## src/logic/smartnic_app_pkg.sv

```systemverilog
`default_nettype none

package smartnic_app_pkg;

    // ----------------------------------------------------------------------
    // Stream geometry
    // ----------------------------------------------------------------------

    // Processor ports of the application
    localparam int NUM_PORTS     = 2;

    // Reduced data word, eight bytes per beat
    localparam int DATA_BYTE_WID = 8;
    localparam int DATA_WID      = DATA_BYTE_WID * 8;

    // ----------------------------------------------------------------------
    // Port and destination codes
    // ----------------------------------------------------------------------

    // Ingress port code, also the ingress destination
    typedef logic [1:0] port_t;

    // Egress destination, one bit wider than the port code
    typedef logic [2:0] egr_tdest_t;

    // Host queues follow the two physical ports (codes 0 and 1)
    localparam egr_tdest_t HOST0 = 3'd2;
    localparam egr_tdest_t HOST1 = 3'd3;

    // Packet identifier carried in tuser
    typedef logic [15:0] pid_t;

    // One stream beat, all sideband fields included
    typedef struct packed {
        logic [DATA_WID-1:0]      tdata;
        logic [DATA_BYTE_WID-1:0] tkeep;
        logic                     tlast;
        port_t                    tid;
        egr_tdest_t               tdest;
        pid_t                     pid;
    } axis_beat_t;

    // Host queue code that belongs to a port
    function automatic egr_tdest_t host_dest(input int port_idx);
        egr_tdest_t dest;
        case (port_idx)
            0:       dest = HOST0;
            default: dest = HOST1;
        endcase
        return dest;
    endfunction

endpackage : smartnic_app_pkg

`default_nettype wire

```

## src/logic/axis_full_pipe.sv

```systemverilog
`timescale 1ns/1ns
`default_nettype none

module axis_full_pipe (
    input  wire logic                         core_clk,
    input  wire logic                         arst_n,

    // Upstream side
    input  wire logic                         in_valid,
    output logic                              in_ready,
    input  wire smartnic_app_pkg::axis_beat_t in_beat,

    // Downstream side
    output logic                              out_valid,
    input  wire logic                         out_ready,
    output smartnic_app_pkg::axis_beat_t      out_beat
);

    // Second entry catches the beat accepted while the output stalls
    logic                         skid_valid;
    smartnic_app_pkg::axis_beat_t skid_beat;

    logic in_xfer;
    logic load_out;
    logic load_skid;

    // Ready comes from a flop, so no combinational path upstream
    assign in_ready  = ~skid_valid;
    assign in_xfer   = in_valid & in_ready;

    // Output register is free when empty or being drained
    assign load_out  = out_ready | ~out_valid;
    assign load_skid = in_xfer & ~load_out;

    // ----------------------------------------------------------------------
    // Occupancy
    // ----------------------------------------------------------------------
    always_ff @(posedge core_clk or negedge arst_n) begin
        if (!arst_n) begin
            out_valid  <= 1'b0;
            skid_valid <= 1'b0;
        end else begin
            if (load_out) begin
                // Skid entry drains first, otherwise take the new beat
                out_valid  <= skid_valid | in_xfer;
                skid_valid <= 1'b0;
            end else if (in_xfer) begin
                skid_valid <= 1'b1;
            end
        end
    end

    // ----------------------------------------------------------------------
    // Payload
    // ----------------------------------------------------------------------
    always_ff @(posedge core_clk) begin
        if (load_out) begin
            out_beat <= skid_valid ? skid_beat : in_beat;
        end
        if (load_skid) begin
            skid_beat <= in_beat;
        end
    end

endmodule : axis_full_pipe

`default_nettype wire

```

## src/logic/igr_demux.sv

```systemverilog
`timescale 1ns/1ns
`default_nettype none

module igr_demux #(
    parameter int PORT_IDX = 0
) (
    input  wire logic                         core_clk,
    input  wire logic                         arst_n,

    // Stream from the ingress processor stage
    input  wire logic                         in_valid,
    output logic                              in_ready,
    input  wire smartnic_app_pkg::axis_beat_t in_beat,

    // Card-to-host queue of this port
    output logic                              host_valid,
    input  wire logic                         host_ready,
    output smartnic_app_pkg::axis_beat_t      host_beat,

    // Application path
    output logic                              app_valid,
    input  wire logic                         app_ready,
    output smartnic_app_pkg::axis_beat_t      app_beat
);

    // Packet lock, set after the first beat until tlast goes through
    logic locked;
    logic lock_host;

    logic sel_host;
    logic in_xfer;

    // First beat decides, later beats follow the latched route
    assign sel_host = locked ? lock_host
                             : (in_beat.tdest == smartnic_app_pkg::host_dest(PORT_IDX));

    assign host_valid = in_valid & sel_host;
    assign app_valid  = in_valid & ~sel_host;

    // Both outputs see the same beat, only valid is steered
    assign host_beat  = in_beat;
    assign app_beat   = in_beat;

    assign in_ready   = sel_host ? host_ready : app_ready;
    assign in_xfer    = in_valid & in_ready;

    always_ff @(posedge core_clk or negedge arst_n) begin
        if (!arst_n) begin
            locked    <= 1'b0;
            lock_host <= 1'b0;
        end else if (in_xfer) begin
            // Single-beat packets never take the lock
            locked    <= ~in_beat.tlast;
            lock_host <= sel_host;
        end
    end

endmodule : igr_demux

`default_nettype wire

```

## src/logic/egr_arbiter.sv

```systemverilog
`timescale 1ns/1ns
`default_nettype none

module egr_arbiter (
    input  wire logic                         core_clk,
    input  wire logic                         arst_n,

    // Application stage output
    input  wire logic                         app_valid,
    output logic                              app_ready,
    input  wire smartnic_app_pkg::axis_beat_t app_beat,

    // Host-to-card input
    input  wire logic                         host_valid,
    output logic                              host_ready,
    input  wire smartnic_app_pkg::axis_beat_t host_beat,

    // Egress application output
    output logic                              out_valid,
    input  wire logic                         out_ready,
    output smartnic_app_pkg::axis_beat_t      out_beat
);

    // Idle when clear, locked on one input while set
    logic locked;
    logic grant_host;

    // Round-robin pointer, set when the host input has priority
    logic prio_host;

    logic sel_host;
    logic other_valid;
    logic out_xfer;
    logic last_xfer;

    // ----------------------------------------------------------------------
    // Grant selection
    // ----------------------------------------------------------------------
    always_comb begin
        if (locked) begin
            sel_host = grant_host;
        end else if (app_valid && host_valid) begin
            sel_host = prio_host;
        end else begin
            // Lone requester wins without waiting
            sel_host = host_valid;
        end
    end

    // Granted input passes straight through
    assign out_valid   = sel_host ? host_valid : app_valid;
    assign out_beat    = sel_host ? host_beat : app_beat;
    assign app_ready   = out_ready & ~sel_host;
    assign host_ready  = out_ready & sel_host;

    assign out_xfer    = out_valid & out_ready;
    assign last_xfer   = out_xfer & out_beat.tlast;
    assign other_valid = sel_host ? app_valid : host_valid;

    // ----------------------------------------------------------------------
    // Lock and pointer
    // ----------------------------------------------------------------------
    always_ff @(posedge core_clk or negedge arst_n) begin
        if (!arst_n) begin
            locked     <= 1'b0;
            grant_host <= 1'b0;
            prio_host  <= 1'b0;
        end else begin
            if (last_xfer) begin
                locked <= 1'b0;
                // Hand priority over only if someone is waiting
                if (other_valid) begin
                    prio_host <= ~sel_host;
                end
            end else if (out_valid) begin
                // Hold the choice once a beat is shown, even if stalled
                locked     <= 1'b1;
                grant_host <= sel_host;
            end
        end
    end

endmodule : egr_arbiter

`default_nettype wire

```

## src/logic/smartnic_app_port.sv

```systemverilog
`timescale 1ns/1ns
`default_nettype none

module smartnic_app_port #(
    parameter int PORT_IDX = 0
) (
    input  wire logic                         core_clk,
    input  wire logic                         arst_n,

    // Application ingress
    input  wire logic                         igr_valid,
    output logic                              igr_ready,
    input  wire smartnic_app_pkg::axis_beat_t igr_beat,

    // Host-to-card
    input  wire logic                         h2c_valid,
    output logic                              h2c_ready,
    input  wire smartnic_app_pkg::axis_beat_t h2c_beat,

    // Application egress
    output logic                              egr_valid,
    input  wire logic                         egr_ready,
    output smartnic_app_pkg::axis_beat_t      egr_beat,

    // Card-to-host
    output logic                              c2h_valid,
    input  wire logic                         c2h_ready,
    output smartnic_app_pkg::axis_beat_t      c2h_beat
);

    // Ingress processor stage output
    logic                         demux_valid;
    logic                         demux_ready;
    smartnic_app_pkg::axis_beat_t demux_beat;

    // Demux to application stage
    logic                         app_in_valid;
    logic                         app_in_ready;
    smartnic_app_pkg::axis_beat_t app_in_beat;

    // Application stage to egress merge
    logic                         app_out_valid;
    logic                         app_out_ready;
    smartnic_app_pkg::axis_beat_t app_out_beat;

    // Stage in place of the P4 processor
    axis_full_pipe p4_proc_igr_pipe (
        .core_clk  (core_clk),
        .arst_n    (arst_n),
        .in_valid  (igr_valid),
        .in_ready  (igr_ready),
        .in_beat   (igr_beat),
        .out_valid (demux_valid),
        .out_ready (demux_ready),
        .out_beat  (demux_beat)
    );

    igr_demux #(
        .PORT_IDX (PORT_IDX)
    ) igr_demux_inst (
        .core_clk   (core_clk),
        .arst_n     (arst_n),
        .in_valid   (demux_valid),
        .in_ready   (demux_ready),
        .in_beat    (demux_beat),
        .host_valid (c2h_valid),
        .host_ready (c2h_ready),
        .host_beat  (c2h_beat),
        .app_valid  (app_in_valid),
        .app_ready  (app_in_ready),
        .app_beat   (app_in_beat)
    );

    // Stage in place of the ingress and egress application blocks
    axis_full_pipe smartnic_app_pipe (
        .core_clk  (core_clk),
        .arst_n    (arst_n),
        .in_valid  (app_in_valid),
        .in_ready  (app_in_ready),
        .in_beat   (app_in_beat),
        .out_valid (app_out_valid),
        .out_ready (app_out_ready),
        .out_beat  (app_out_beat)
    );

    egr_arbiter egr_arbiter_inst (
        .core_clk   (core_clk),
        .arst_n     (arst_n),
        .app_valid  (app_out_valid),
        .app_ready  (app_out_ready),
        .app_beat   (app_out_beat),
        .host_valid (h2c_valid),
        .host_ready (h2c_ready),
        .host_beat  (h2c_beat),
        .out_valid  (egr_valid),
        .out_ready  (egr_ready),
        .out_beat   (egr_beat)
    );

endmodule : smartnic_app_port

`default_nettype wire

```

## src/logic/smartnic_app.sv

```systemverilog
`timescale 1ns/1ns
`default_nettype none

module smartnic_app (
    input  wire logic                                    core_clk,
    input  wire logic                                    arst_n,

    // Application ingress, one stream per port
    input  wire logic [smartnic_app_pkg::NUM_PORTS-1:0]  axis_app_igr_tvalid,
    output logic      [smartnic_app_pkg::NUM_PORTS-1:0]  axis_app_igr_tready,
    input  wire smartnic_app_pkg::axis_beat_t
                      [smartnic_app_pkg::NUM_PORTS-1:0]  axis_app_igr_beat,

    // Host-to-card
    input  wire logic [smartnic_app_pkg::NUM_PORTS-1:0]  axis_h2c_tvalid,
    output logic      [smartnic_app_pkg::NUM_PORTS-1:0]  axis_h2c_tready,
    input  wire smartnic_app_pkg::axis_beat_t
                      [smartnic_app_pkg::NUM_PORTS-1:0]  axis_h2c_beat,

    // Application egress
    output logic      [smartnic_app_pkg::NUM_PORTS-1:0]  axis_app_egr_tvalid,
    input  wire logic [smartnic_app_pkg::NUM_PORTS-1:0]  axis_app_egr_tready,
    output smartnic_app_pkg::axis_beat_t
                      [smartnic_app_pkg::NUM_PORTS-1:0]  axis_app_egr_beat,

    // Card-to-host
    output logic      [smartnic_app_pkg::NUM_PORTS-1:0]  axis_c2h_tvalid,
    input  wire logic [smartnic_app_pkg::NUM_PORTS-1:0]  axis_c2h_tready,
    output smartnic_app_pkg::axis_beat_t
                      [smartnic_app_pkg::NUM_PORTS-1:0]  axis_c2h_beat
);

    // Ingress destinations only carry a port code, upper bit forced low
    function automatic smartnic_app_pkg::egr_tdest_t widen_dest(
        input smartnic_app_pkg::egr_tdest_t dest
    );
        return smartnic_app_pkg::egr_tdest_t'(smartnic_app_pkg::port_t'(dest));
    endfunction

    // ----------------------------------------------------------------------
    // Per-port datapath
    // ----------------------------------------------------------------------
    for (genvar i = 0; i < smartnic_app_pkg::NUM_PORTS; i++) begin : g_port
        smartnic_app_pkg::axis_beat_t igr_beat;

        always_comb begin
            igr_beat       = axis_app_igr_beat[i];
            igr_beat.tdest = widen_dest(axis_app_igr_beat[i].tdest);
        end

        smartnic_app_port #(
            .PORT_IDX (i)
        ) port_inst (
            .core_clk  (core_clk),
            .arst_n    (arst_n),
            .igr_valid (axis_app_igr_tvalid[i]),
            .igr_ready (axis_app_igr_tready[i]),
            .igr_beat  (igr_beat),
            .h2c_valid (axis_h2c_tvalid[i]),
            .h2c_ready (axis_h2c_tready[i]),
            .h2c_beat  (axis_h2c_beat[i]),
            .egr_valid (axis_app_egr_tvalid[i]),
            .egr_ready (axis_app_egr_tready[i]),
            .egr_beat  (axis_app_egr_beat[i]),
            .c2h_valid (axis_c2h_tvalid[i]),
            .c2h_ready (axis_c2h_tready[i]),
            .c2h_beat  (axis_c2h_beat[i])
        );
    end : g_port

endmodule : smartnic_app

`default_nettype wire

```

## config.mk

```make
export PLATFORM = sky130hd
export DESIGN_NAME = smartnic_app
export DESIGN_NICKNAME = d
export VERILOG_FILES = /design/src/logic/smartnic_app_pkg.sv /design/src/logic/axis_full_pipe.sv /design/src/logic/igr_demux.sv /design/src/logic/egr_arbiter.sv /design/src/logic/smartnic_app_port.sv /design/src/logic/smartnic_app.sv
export SDC_FILE = /design/constraint.sdc
export NUM_CORES = 1
export LEC_CHECK = 0
export BUFFER_PORTS_ARGS = -buffer_cell sky130_fd_sc_hd__buf_2
export CORE_AREA = 2 2 304 306
export DETAILED_ROUTE_END_ITERATION = 6
export DIE_AREA = 0 0 306 308
export SYNTH_ARGS = -nofsm -noshare
export SYNTH_HDL_FRONTEND = slang
export SYNTH_HIERARCHICAL = 1
export SYNTH_SLANG_ARGS = --single-unit
export TNS_END_PERCENT = 5
```

## constraint.sdc

```tcl
create_clock -name core_clk -period 18.1 [get_ports core_clk]
set_input_delay 3.62 -clock core_clk [delete_from_list [all_inputs] [get_ports core_clk]]
set_output_delay 3.62 -clock core_clk [all_outputs]
set_load 0.01 [all_outputs]
```

Word-level counts from Yosys, hierarchy flattened:

Index checks and enable logic that the tools add are counted.

* output and inout bits: 384
* bits in registers: 762

* bitwise operators: 50
* reductions and logical operators: 12
* mux-type cells: 30
* eq/ne operators: 2

Operator list (count)
* two-way mux 94 bit: 6
* two-way mux 1 bit: 24
* AND 1 bit: 22
* inverter 1 bit: 20
* nonzero test 2 bit: 6
* OR 1 bit: 8
* AND reduction 2 bit: 4
* == test 2 bit, second input constant: 2
* logical AND 1 bit: 2

Depth between registers and ports, before layout:

Gate-level depths: netlist of run 1.

* word-level depth: 8
* gate-level depth with buffers: 8
* mapped depth without buffers: 5

Hierarchy:

Netlist of run 1, hierarchy kept.

Modules (own cells, without submodules)
* axis_full_pipe: area an instance 6970.4 um^2, cells each 301, seq. area each 5695.5 um^2, times used 4
* egr_arbiter: area an instance 1426.4 um^2, cells each 137, seq. area each 75.1 um^2, times used 2
* igr_demux (g_port[1].port_inst.igr_demux_inst): area an instance 1604.0 um^2, cells each 208, seq. area each 50.0 um^2, times used 1
* igr_demux (g_port[0].port_inst.igr_demux_inst): area an instance 1594.0 um^2, cells each 208, seq. area each 50.0 um^2, times used 1
* smartnic_app: area an instance 3.8 um^2, cells each 1, seq. area each 0.0 um^2, times used 1

Worst setup path after synthesis of run 1:

OpenSTA, ideal clock, no wires.

* path kind: input to register
* from: in axis_h2c_tvalid[0] in the netlist's numbering
* to: reg g_port[0].port_inst/smartnic_app_pipe/skid_beat[0] in the netlist's numbering, enable pin
* arrival: 13.789 ns
* stages on the path: 8
* setup slack: 3.631 ns
* buffers on the path: 3
* setup time: 0.680 ns
* path through: buf_2 nand2b_2 o21ai_4 buf_6 buf_6 nor2_1 nand2b_1 nor3b_1

* longest elaborated chain between the ends: 8

Ends and longest elaborated chain
* start, declared: RTL line smartnic_app.sv:15 `input wire logic [smartnic_app_pkg::NUM_PORTS-1:0] axis_h2c_tvalid,`
* logical AND 1 bit: RTL line egr_arbiter.sv:42 `end else if (app_valid && host_valid) begin`
* two-way mux 1 bit (*): RTL line egr_arbiter.sv:42
* two-way mux 1 bit (*): RTL line egr_arbiter.sv:40 `if (locked) begin`
* inverter 1 bit (*): RTL line egr_arbiter.sv:53 `assign app_ready = out_ready & ~sel_host;`
* AND 1 bit (*): RTL line egr_arbiter.sv:53
* named net g_port[0].port_inst.app_out_ready: RTL line smartnic_app_port.sv:43 `logic app_out_ready;`
* OR 1 bit (*): RTL line axis_full_pipe.sv:32 `assign load_out = out_ready | ~out_valid;`
* named net g_port[0].port_inst.smartnic_app_pipe.load_out: RTL line axis_full_pipe.sv:24 `logic load_out;`
* inverter 1 bit (*): RTL line axis_full_pipe.sv:33 `assign load_skid = in_xfer & ~load_out;`
* AND 1 bit (*): RTL line axis_full_pipe.sv:33
* named net g_port[0].port_inst.smartnic_app_pipe.load_skid: RTL line axis_full_pipe.sv:25 `logic load_skid;`
* end signal, assigned: RTL line axis_full_pipe.sv:61 `skid_beat <= in_beat;`
* end, declared: RTL line axis_full_pipe.sv:21 `smartnic_app_pkg::axis_beat_t skid_beat;`

The timed path passes the listed nets; every way through them passes the cells marked *.
A chain may end at the register's enable or synchronous reset.

==> out/metrics.csv, run 1 <==
stage,metric,value,unit
status,status,completed,
setup_path,crit_family,buffers and inverters,
power,p_comb_share,33.6,%
setup_path,slowest_stage,buf_4,
synth,ys_ff_latch,770,
sta,fin_tns_setup,0,ns
routing,ant_nets,0,
sta,hold_viol,0,
placement,dp_hpwl,52.1,mm
setup_path,crit_fanout,52,
sta,rsz0062_at_grt,no,
grt,grt_pass1_vias,17586,
setup_path,regToRegSetupSlack,14.18,ns
power,power_frac_seq,45.1,%
final_layout,drive_gt1_share,60.4,%
cts,cts.sinks,770,
sta,min_period_over_period,53.0,%
synth,synth.distinct_cells,40,
synth,netlist.area_leader.share,66.5,%
setup_path,cpPeakStageDelay,0.66,ns
sta,max_slew.worst_pin.slew,1.17,ns
synth,synth_xor_xnor_area_share,0,%
routing,detail_route.wl_per_cell,21.0,um
placement,routabilityCongestion,0.847,
cts,numCtsBuffers,83,
power,power_switching,2.60,mW
synth,synth.most_common_cell,edfxtp_1,
routing,totalWireLength,75.4,mm
routing,drt_iter0_markers,836,
setup_path,cp_cell_sequence,"buf_2, nand2b_2, o21ai_4, buf_4, buf_4, mux2_2, buf_2",
cts,postCtsSetupBuffers,0,
cts,ctsRootBufferMaster,clkbuf_16,
power,ir_drop,0.128,mV
setup_path,critPathKind,input port to output port,
synth,synthesis.area,33900,sq um
synth,synth_edf_count,752,
final_layout,final_net_count,2712,
run,maxCapViolations,0,
setup_path,worstPathRequired,14.48,ns
floorplan,row_count,111,
floorplan,ios,770,
final_layout,fin_util,42.7,%
cts,clkTransAtPathRegs,0.06,ns
cts,postCtsResizedCells,0,
synth,synth.cells.most_frequent,"edfxtp_1, mux2_2, buf_4",
synth,synthAdderAreaFrac,0,%
grt,grt.total_usage,15.3,%
placement,dp_slack,8.47,ns
cts,holdBufCountCts,0,
setup_path,crit_path_end_kind,output port,
grt,antenna_found_initial,26,
sta,postLayoutSetupSlackWorst,8.50,ns
min_path,hp-class,flip-flop to flip-flop,
final_layout,areaGrowthSynthToFinish,14.5,%
cts,cts_tree,done,
power,cellInternalPower,5.32,mW
power,switching_share,32.8,%
synth,synth_mux_area_share,20.1,%
synth,yosys.area.top_type,edfxtp_1,
routing,routed_via_density,4.66,
synth,netlist_instances,1895,
placement,port_buffers,767,
setup_path,r2r_start,g_port[0].port_inst/smartnic_app_pipe/out_valid$_DFFE_PN0P_,
cts,cts.path.max_buffers,3,
setup_path,worst_setup_path_start_kind,input port,
floorplan,coreArea,91000,sq um
cts,cts_htree_levels,3,
synth,synth_top_family_by_area,multiplexers,
synth,async_flop_share,2.34,%
synth,seq_area_frac_synth,67.9,%
synth,synthSimpleGateAreaFrac,1.12,%
routing,drc,0,
floorplan,die_w,306,um
setup_path,arrival,5.98,ns
floorplan,start_util,37.3,%
setup_path,rr_worst_depth,8,
cts,clk_latency,0.62,ns
routing,dr.pass1.iters,4,
routing,vias,16714,
setup_path,cp.depth,7,
power,clockPowerShare,21.3,%
setup_path,cp_num_buf_inv,4,
sta,maxSlewViolCount,0,
sta,max-slew-margin-rel,22.1,%
floorplan,die_area,94200,sq um
sta,setup_viol,0,
grt,grt_max_degree,76,
sta,max_clock_freq,104,MHz
sta,skew,0.0165,ns
synth,synth_warnings,6,
power,power.leakage,14.8,nW
synth,synth_top_flop_cell,edfxtp_1,
grt,grt_pass1_wl,110,mm
power,p_per_area,204,nW/um^2
min_path,holdPathStages,0,
min_path,min_from,g_port[1].port_inst/p4_proc_igr_pipe/out_beat[29]$_DFFE_PP_,
synth,synth_compound_area_share,0.804,%
sta,period_needed,9.60,ns
synth,avgSynthCellArea,17.9,sq um
grt,grt_remaining_overflow,0,
synth,synth_area_leaders,"edfxtp_1, mux2_2, buf_4",
floorplan,die_y,308,um
[worst reg2reg max path, delay by kind of cell, from the launching register on]
family,cells,cell delay (ns)
buffers and inverters,3,1.74
flip-flops,1,0.50
AO/OA/AOI/OAI,1,0.14
AND/OR/NAND/NOR,4,1.04
[metal layers]
layer / global-route usage (%) / vias up / part of all wire (%)
met4: 5.46 / 30 / 2.7
met3: 5.19 / 144 / 8.6
met1: 17.6 / 8255 / 39
met5: 0 / - / 0.27
met2: 26.6 / 642 / 50
li1: - / 7643 / -
[layout by cell type, fill, tap and decap left out, types with 5 or more instances in the layout]
cell type	Yosys	final
a21oi_1	6	6
and3_1	5	5
buf_2	28	767
buf_4	388	20
bufinv_16	0	8
clkbuf_1	0	18
clkbuf_16	0	84
clkinv_1	0	15
clkinv_2	0	11
clkinvlp_4	0	5
dfrtp_1	18	14
diode_2	0	7
edfxtp_1	752	752
inv_1	12	12
inv_6	0	5
mux2_1	54	54
mux2_2	403	403
mux2_4	111	111
nand2_1	18	18
nor2_1	14	14
[cell families (layout without fill, tap and decap cells)]
| group | count (synthesis) | in the layout |
|---|---|---|
| muxes | 570 | 570 |
| other | 1 | 11 |
| and+or+nand+nor | 66 | 66 |
| DFF | 770 | 770 |
| buffers and inverters | 456 | 951 |
| AOI/OAI and AO/OA | 32 | 32 |
[sequential cells by signal (all words and copies together) (netlist names)]
name	cells
g_port.port_inst/p4_proc_igr_pipe/skid_beat	188
g_port.port_inst/egr_arbiter_inst/locked	2
g_port.port_inst/egr_arbiter_inst/prio_host	2
g_port.port_inst/igr_demux_inst/locked	2
g_port.port_inst/egr_arbiter_inst/grant_host	2
g_port.port_inst/smartnic_app_pipe/skid_beat	188
g_port.port_inst/smartnic_app_pipe/skid_valid	2
g_port.port_inst/smartnic_app_pipe/out_valid	2
g_port.port_inst/p4_proc_igr_pipe/out_beat	188
g_port.port_inst/p4_proc_igr_pipe/out_valid	2
g_port.port_inst/igr_demux_inst/lock_host	2
g_port.port_inst/smartnic_app_pipe/out_beat	188
g_port.port_inst/p4_proc_igr_pipe/skid_valid	2
[how the worst max path moves through the flow]
| stage | endpoint | start |
|---|---|---|
| after floorplan | g_port[0].port_inst/smartnic_app_pipe/skid_beat[0]$_DFFE_PP_ | axis_h2c_tvalid[0] |
| after global placement | axis_app_egr_beat[100] | axis_h2c_tvalid[1] |
| after detailed placement | axis_app_egr_beat[100] | axis_h2c_tvalid[1] |
| after CTS | axis_app_egr_beat[100] | axis_h2c_tvalid[1] |
| after global routing | axis_app_egr_beat[106] | axis_h2c_tvalid[1] |
| final | axis_app_egr_beat[100] | axis_h2c_tvalid[1] |
[stage by stage]
| step | area, sq um | total power, mW | cells | hold WS, ns |
|---|---|---|---|---|
| finish | 38900 | 7.92 | 3586 | 0.470 |
| global route | 38800 | 8.33 | 3583 | 0.491 |
| CTS | 38800 | 8.06 | 3579 | 0.473 |
| detailed placement | 36100 | 6.33 | 3427 | 0.451 |
| global placement | 36100 | 6.25 | 3427 | 0.453 |
| floorplan | 33900 | 5.90 | 1898 | 0.469 |
[final cells by class]
class	instances	area, sq um
Tap cell	1186	1480
Antenna cell	7	17.5
Multi-Input combinational cell	672	7550
Timing Repair Buffer	787	3990
Sequential cell	770	23000
Clock buffer	102	2170
Fill cell	8085	52100
Inverter	12	45.0
Clock inverter	50	547
[power groups by stage]
stage          registers, mW  logic [mW]  clock network [mW]
3_5_place_dp            3.62        2.71                   0
6_report                3.57        2.66                1.69
2_1_floorplan           3.44        2.45                   0
4_1_cts                 3.59        2.72                1.75
5_1_grt                 3.66        2.85                1.81
3_3_place_gp            3.58        2.67                   0
Note: power is estimated with default switching activity, not from simulation.
==> inputs of run 2 (changes only) <==
clock period = 9.65 ns   (was 18.1 ns; I/O delays follow)
==> run 2 against run 1 <==
- clock skew increased by 0.0030 ns
- clock-buffer cell count decreased by 3
- via count increased by 1.5%
- clock power increased by 99%
- largest power group unchanged
- non-clock buffer count unchanged
- design area increased by 0.54%
- first-iteration DRC count increased by 16%
- critical path type unchanged
- hold slack got worse by 0.0075 ns
- worst setup slack got worse by 5.2 ns
==> out/metrics.csv, run 2 (synthesis results as in run 1) <==
stage,metric,value,unit,change
sta,period_needed,6.33,ns,
power,p_per_area,386,nW/um^2,+89%
sta,min_period_over_period,65.6,%,
setup_path,regToRegSetupSlack,5.20,ns,-8.98 ns
sta,max_clock_freq,158,MHz,
final_layout,fill_cells,8091,,+0.074%
grt,antenna_found_initial,24,,-7.7%
power,power_frac_seq,44.5,%,-0.6 points
setup_path,arrival,4.40,ns,-1.58 ns
routing,routed_via_density,4.72,,+1.2%
routing,totalWireLength,77.9,mm,+3.3%
floorplan,ios,770,,unchanged
cts,ctsRootBufferMaster,clkbuf_16,,
final_layout,seq_area,23000,sq um,unchanged
sta,rsz0062_at_grt,no,,
cts,postCtsResizedCells,0,,unchanged
setup_path,rr_worst_depth,6,,-2
final_layout,areaGrowthSynthToFinish,15.1,%,
min_path,hp-class,flip-flop to flip-flop,,
cts,holdBufCountCts,0,,unchanged
setup_path,critPathKind,input port to output port,,
cts,cts.sinks,770,,unchanged
setup_path,cpMostUsedCell,buf_2,,
run,maxCapViolations,0,,unchanged
min_path,holdPathStages,0,,unchanged
cts,postCtsSetupBuffers,0,,unchanged
setup_path,crit_fanout,37,,-29%
power,clockPowerShare,22.3,%,+1.0 points
sta,setup_viol,0,,unchanged
cts,clkTransAtPathRegs,0.06,ns,about the same
placement,post_dp_cell_area,36100,sq um,about the same
sta,max_slew.worst_pin.slew,1.17,ns,-0.00356 ns
setup_path,cp_cell_sequence,"buf_2, nand2b_2, o21ai_4, buf_4, mux2_2, buf_2",,
final_layout,drive_gt1_share,60.7,%,+0.24 points
power,switching_share,32.7,%,-0.10 points
floorplan,die_y,308,um,unchanged
setup_path,r2r_start,g_port[1].port_inst/smartnic_app_pipe/out_valid$_DFFE_PN0P_,,
setup_path,worst_setup_path_start_kind,input port,,
grt,grt_remaining_overflow,0,,unchanged
floorplan,die_area,94200,sq um,unchanged
power,p_comb_share,33.2,%,-0.4 points
setup_path,crit_path_end_kind,output port,,
power,power_switching,4.93,mW,+90%
placement,routabilityCongestion,0.845,,-0.24%
routing,vias,16963,,+1.5%
power,cellInternalPower,10.2,mW,+91%
sta,max-slew-margin-rel,22.0,%,-0.057 points
routing,dr.pass1.iters,5,,+1
floorplan,start_util,37.3,%,unchanged
final_layout,multi_input_area,7560,sq um,about the same
grt,grt_pass1_vias,17892,,+1.7%
final_layout,layout_commonest_cell,buf_2,,
grt,grt_max_degree,74,,-2.6%
routing,drc,0,,unchanged
setup_path,cpPeakStageDelay,0.91,ns,+0.25 ns
cts,cts_tree,done,,
setup_path,cp_num_buf_inv,3,,-1
routing,detail_route.wl_per_cell,21.7,um,+3.0%
setup_path,worstPathRequired,7.72,ns,-6.76 ns
sta,hold_viol,0,,unchanged
placement,port_buffers,767,,unchanged
status,status,completed,,
routing,ant_nets,0,,unchanged
grt,grt.total_usage,15.8,%,+0.52 points
setup_path,slowest_stage,o21ai_4,,
min_path,min_from,g_port[0].port_inst/p4_proc_igr_pipe/out_beat[8]$_DFFE_PP_,,
floorplan,row_count,111,,unchanged
setup_path,crit_family,buffers and inverters,,
power,power.leakage,14.9,nW,+0.74%
placement,dp_hpwl,53.0,mm,+1.9%
grt,grt_pass1_wl,113,mm,+2.8%
cts,clk_latency,0.64,ns,+0.02 ns
power,p_total,15.1,mW,+90%
placement,dp_slack,3.27,ns,-5.21 ns
final_layout,stdcell_area,39100,sq um,+0.54%
cts,cts_htree_levels,3,,unchanged
sta,skew,0.0195,ns,+0.00297 ns
final_layout,final_net_count,2714,,+0.074%
sta,maxSlewViolCount,0,,unchanged
min_path,min_to,g_port[0].port_inst/smartnic_app_pipe/skid_beat[8]$_DFFE_PP_,,
cts,numCtsBuffers,85,,+2.4%
final_layout,fin_util,42.9,%,+0.23 points
final_layout,final_cell_mix,"buf_2, edfxtp_1, mux2_2",,
sta,postLayoutSetupSlackWorst,3.32,ns,-5.18 ns
floorplan,die_w,306,um,unchanged
power,ir_drop,0.197,mV,+53%
floorplan,coreArea,91000,sq um,unchanged
routing,drt_iter0_markers,971,,+16%
cts,cts.path.max_buffers,3,,unchanged
## run 2: area by class of cell
cell class / instances / area share (%)
Clock buffer: 99 / 5.63
Clock inverter: 60 / 1.81
Antenna cell: 11 / 0.0705
Inverter: 12 / 0.115
Multi-Input combinational cell: 672 / 19.4
Timing Repair Buffer: 787 / 10.2
Tap cell: 1186 / 3.80
Sequential cell: 770 / 59.0
## run 2: metal layers
| metal | GRT usage (%) | up-vias | part of all wire [%] | wire, um |
|---|---|---|---|---|
| li1 | - | 7676 | - | - |
| met1 | 18.5 | 8443 | 39 | 30500 |
| met2 | 26.8 | 686 | 49 | 38000 |
| met3 | 5.35 | 138 | 8.8 | 6870 |
| met4 | 6.36 | 20 | 3.1 | 2420 |
| met5 | 0 | - | 0.16 | 126 |
## run 2: worst max path at each step
stage / startpoint / endpoint / slack, ns / cells after the start
floorplan: axis_h2c_tvalid[1] / g_port[1].port_inst/smartnic_app_pipe/skid_beat[0]$_DFFE_PP_ / -1.50 / 8
global placement: axis_h2c_tvalid[1] / axis_app_egr_beat[113] / 3.38 / 6
detailed placement: axis_h2c_tvalid[1] / axis_app_egr_beat[113] / 3.27 / 6
CTS: axis_h2c_tvalid[1] / axis_app_egr_beat[113] / 3.27 / 6
global route: axis_h2c_tvalid[1] / axis_app_egr_beat[113] / 3.16 / 6
finish: axis_h2c_tvalid[1] / axis_app_egr_beat[113] / 3.32 / 6
## run 2: worst reg2reg max path, cell delays in order, from the launching register on
cell and delay, ns:
dfrtp_1 0.51, and2b_4 0.25, o21ai_4 0.87, nor2_1 0.10
nand2b_4 0.50, nor3b_2 0.79, buf_4 0.87
## run 2: through the flow
step	setup TNS [ns]	hold WS, ns	std cells
final	0	0.463	3597
after global routing	0	0.483	3594
after CTS	0	0.468	3586
after detailed placement	0	0.455	3427
after global placement	0	0.453	3427
after floorplan	-316.46	0.469	1898
## run 2: power by group through the flow
stage | combinational (mW) | sequential [mW] | clock, mW
3_3_place_gp | 5.02 | 6.72 | 0
6_report | 5.01 | 6.71 | 3.36
3_5_place_dp | 5.10 | 6.80 | 0
5_1_grt | 5.37 | 6.90 | 3.59
4_1_cts | 5.12 | 6.75 | 3.46
2_1_floorplan | 4.61 | 6.34 | 0
==> inputs of run 3 (changes only) <==
ABC_AREA = 1   (was not set)
CORE_AREA = 2 2 303 305   (was 2 2 304 306)
DIE_AREA = 0 0 305 307   (was 0 0 306 308)
clock period = 5.6 ns   (was 9.65 ns; I/O delays follow)
==> run 3 against run 2 <==
- worst setup slack worse by 2.0 ns
- via count up 26%
- hold slack worse by 0.0024 ns
- critical endpoint is now axis_app_egr_beat[85]
- largest power group unchanged
- sequential cell count unchanged
- power up 69%
- synthesized area down 0.57%
- core utilization down 0.50 points
- synthesized cell count up 64%
- critical path type unchanged
- register-to-register slack worse by 3.3 ns
==> out/metrics.csv, run 3 <==
stage,metric,value,unit,change
status,status,completed,,
final_layout,layout_commonest_cell,nand2_1,,
cts,clkTransAtPathRegs,0.06,ns,about the same
synth,synth_mux_area_share,0,%,-20 points
synth,ys_ff_latch,770,,unchanged
cts,ctsRootBufferMaster,clkbuf_16,,
cts,numCtsBuffers,86,,+1.2%
setup_path,cpPeakStageDelay,0.63,ns,-0.28 ns
floorplan,die_y,307,um,-0.32%
sta,max_slew.worst_pin.slew,1.10,ns,-0.0647 ns
setup_path,crit_path_end_kind,output port,,
final_layout,drive_gt1_share,26.7,%,-34 points
grt,grt_remaining_overflow,0,,unchanged
synth,netlist_instances,3105,,+64%
synth,synth_top_flop_cell,edfxtp_1,,
floorplan,start_util,37.2,%,-0.098 points
sta,max_clock_freq,235,MHz,
sta,postLayoutSetupSlackWorst,1.35,ns,-1.98 ns
synth,synth_xor_xnor_area_share,0,%,unchanged
final_layout,areaGrowthSynthToFinish,14.1,%,
floorplan,die_w,305,um,-0.33%
routing,dr.pass1.iters,5,,unchanged
final_layout,fill_cells,8704,,+7.6%
power,power_switching,9.63,mW,+95%
sta,maxSlewViolCount,0,,unchanged
power,ir_drop,0.312,mV,+59%
power,p_comb_share,33.5,%,+0.3 points
sta,skew,0.0199,ns,+0.000382 ns
floorplan,die_area,93600,sq um,-0.65%
placement,port_buffers,767,,unchanged
cts,postCtsSetupBuffers,0,,unchanged
synth,synth.distinct_cells,20,,-50%
routing,routed_via_density,4.48,,-4.9%
power,switching_share,37.9,%,+5.2 points
cts,clk_latency,0.63,ns,about the same
synth,synthesis.area,33700,sq um,-0.57%
setup_path,arrival,3.13,ns,-1.27 ns
routing,totalWireLength,88.6,mm,+14%
synth,synth_warnings,6,,unchanged
cts,cts_tree,done,,
final_layout,final_net_count,3890,,+43%
grt,grt_pass1_wl,129,mm,+15%
grt,grt_pass1_vias,20503,,+15%
setup_path,worstPathRequired,4.48,ns,-3.24 ns
final_layout,final_cell_mix,"nand2_1, buf_2, edfxtp_1",,
routing,drc,0,,unchanged
synth,synth_area_leaders,"edfxtp_1, nand2_1, buf_4",,
setup_path,crit_fanout,28,,-24%
cts,cts_htree_levels,3,,unchanged
power,p_total,25.4,mW,+69%
setup_path,slowest_stage,clkinv_2,,
cts,postCtsResizedCells,0,,unchanged
sta,period_needed,4.25,ns,
setup_path,cp_cell_sequence,"buf_2, inv_1, nor2_1, nand2_2, nand2_4, clkinv_2, buf_4, nand2_1, nand2_1, buf_2",,
cts,cts.path.max_buffers,3,,unchanged
routing,ant_nets,0,,unchanged
sta,setup_viol,0,,unchanged
synth,synth_compound_area_share,0.0816,%,-0.72 points
grt,grt_max_degree,91,,+23%
cts,holdBufCountCts,0,,unchanged
power,cellInternalPower,15.8,mW,+56%
setup_path,critPathKind,input port to output port,,
power,clockPowerShare,21.2,%,-1.1 points
placement,dp_slack,0.982,ns,-2.29 ns
synth,synthAdderAreaFrac,0,%,unchanged
synth,synth_top_family_by_area,simple AND/OR/NAND/NOR gates,,
power,p_per_area,660,nW/um^2,+71%
grt,antenna_found_initial,25,,+4.2%
sta,rsz0062_at_grt,no,,
synth,synth.most_common_cell,nand2_1,,
routing,met3WireLength,4.48,mm,-35%
final_layout,fin_util,42.4,%,-0.50 points
min_path,hp-class,flip-flop to flip-flop,,
placement,dp_hpwl,59.3,mm,+12%
routing,wl_met1,37.4,mm,+23%
synth,seq_area_frac_synth,68.3,%,+0.39 points
grt,grt.total_usage,18.2,%,+2.4 points
synth,yosys.area.top_type,edfxtp_1,,
power,power.leakage,17.4,nW,+17%
floorplan,row_count,111,,unchanged
routing,detail_route.wl_per_cell,18.6,um,-14%
setup_path,worst_setup_path_start_kind,input port,,
synth,synthSimpleGateAreaFrac,20.3,%,+19 points
setup_path,crit_family,buffers and inverters,,
synth,netlist.area_leader.share,66.9,%,+0.38 points
synth,avgSynthCellArea,10.9,sq um,-39%
run,maxCapViolations,0,,unchanged
sta,max-slew-margin-rel,26.6,%,+4.6 points
floorplan,coreArea,90700,sq um,-0.31%
placement,routabilityCongestion,0.841,,-0.49%
cts,cts.sinks,770,,unchanged
synth,synth.cells.most_frequent,"nand2_1, edfxtp_1, buf_4",,
sta,hold_viol,0,,unchanged
sta,min_period_over_period,76.0,%,
synth,synth_edf_count,752,,unchanged
power,power_frac_seq,45.3,%,+0.8 points
routing,vias,21380,,+26%
routing,top_layer_used,met5,,
setup_path,cp_num_buf_inv,5,,+2
routing,drt_iter0_markers,1310,,+35%
floorplan,ios,770,,unchanged
routing,route.met2.wl,43.9,mm,+15%
synth,async_flop_share,2.34,%,unchanged
[run 3: cell count changes after synthesis, moves of 16 or more]
cell,before,now
buf_4,388,406
inv_1,12,28
buf_2,28,58
mux2_1,54,0
nand2_1,18,1735
mux2_4,111,0
mux2_2,403,0
[run 3: power by group through the flow]
stage,Combinational (mW),Sequential (mW),Clock (mW)
after floorplan,7.18,10.9,0
after global placement,8.56,11.6,0
after detailed placement,8.65,11.6,0
after CTS,8.68,11.5,5.53
after global routing,9.45,11.8,5.73
final,8.52,11.5,5.38
[run 3: logic make-up after synthesis]
family | count (synthesis)
AOI/OAI and AO/OA | 4
buffers and inverters | 534
DFF | 770
other | 1
and+or+nand+nor | 1796
[run 3: through the flow]
step / area [sq um] / std cells / TNS [ns] / hold WS, ns
floorplan: 33800 / 3108 / -320.09 / 0.441
global placement: 35800 / 4602 / 0 / 0.454
detailed placement: 35800 / 4602 / 0 / 0.456
CTS: 38400 / 4753 / 0 / 0.440
global route: 38500 / 4767 / 0 / 0.472
finish: 38500 / 4769 / 0 / 0.461
[run 3: cell type report]
type,instances,area [sq um],share of cell area [%]
clock buffer,106,2290,5.95
clock inverter,45,367,0.952
timing repair buffer,808,4180,10.9
multi-input combinational,1804,6940,18.0
inverter,34,135,0.351
sequential,770,23000,59.9
antenna,16,40.0,0.104
tap,1186,1480,3.86
[run 3: path summary, 6_finish.rpt]
path	from	endpoint	slack, ns	cells after the start
worst max-delay path	axis_h2c_tvalid[0]	axis_app_egr_beat[85]	1.35	10
worst min-delay path	g_port[0].port_inst/p4_proc_igr_pipe/out_beat[5]$_DFFE_PP_	g_port[0].port_inst/smartnic_app_pipe/skid_beat[5]$_DFFE_PP_	0.46	0
worst max register to register	g_port[1].port_inst/smartnic_app_pipe/skid_valid$_DFFE_PN0P_	g_port[1].port_inst/p4_proc_igr_pipe/skid_beat[57]$_DFFE_PP_	1.87	9
worst min register to register	g_port[0].port_inst/p4_proc_igr_pipe/out_beat[5]$_DFFE_PP_	g_port[0].port_inst/smartnic_app_pipe/skid_beat[5]$_DFFE_PP_	0.46	0
max in group asynchronous	arst_n	g_port[0].port_inst/p4_proc_igr_pipe/skid_valid$_DFFE_PN0P_	4.70	1
min in group asynchronous	arst_n	g_port[1].port_inst/smartnic_app_pipe/skid_valid$_DFFE_PN0P_	0.47	1
[run 3: routing by layer]
metal  up-vias  global-route usage (%)
met2       611                    30.7
met4        16                    7.69
met1     10120                    23.2
met5         -                       0
met3       143                    3.18
li1      10490                       -
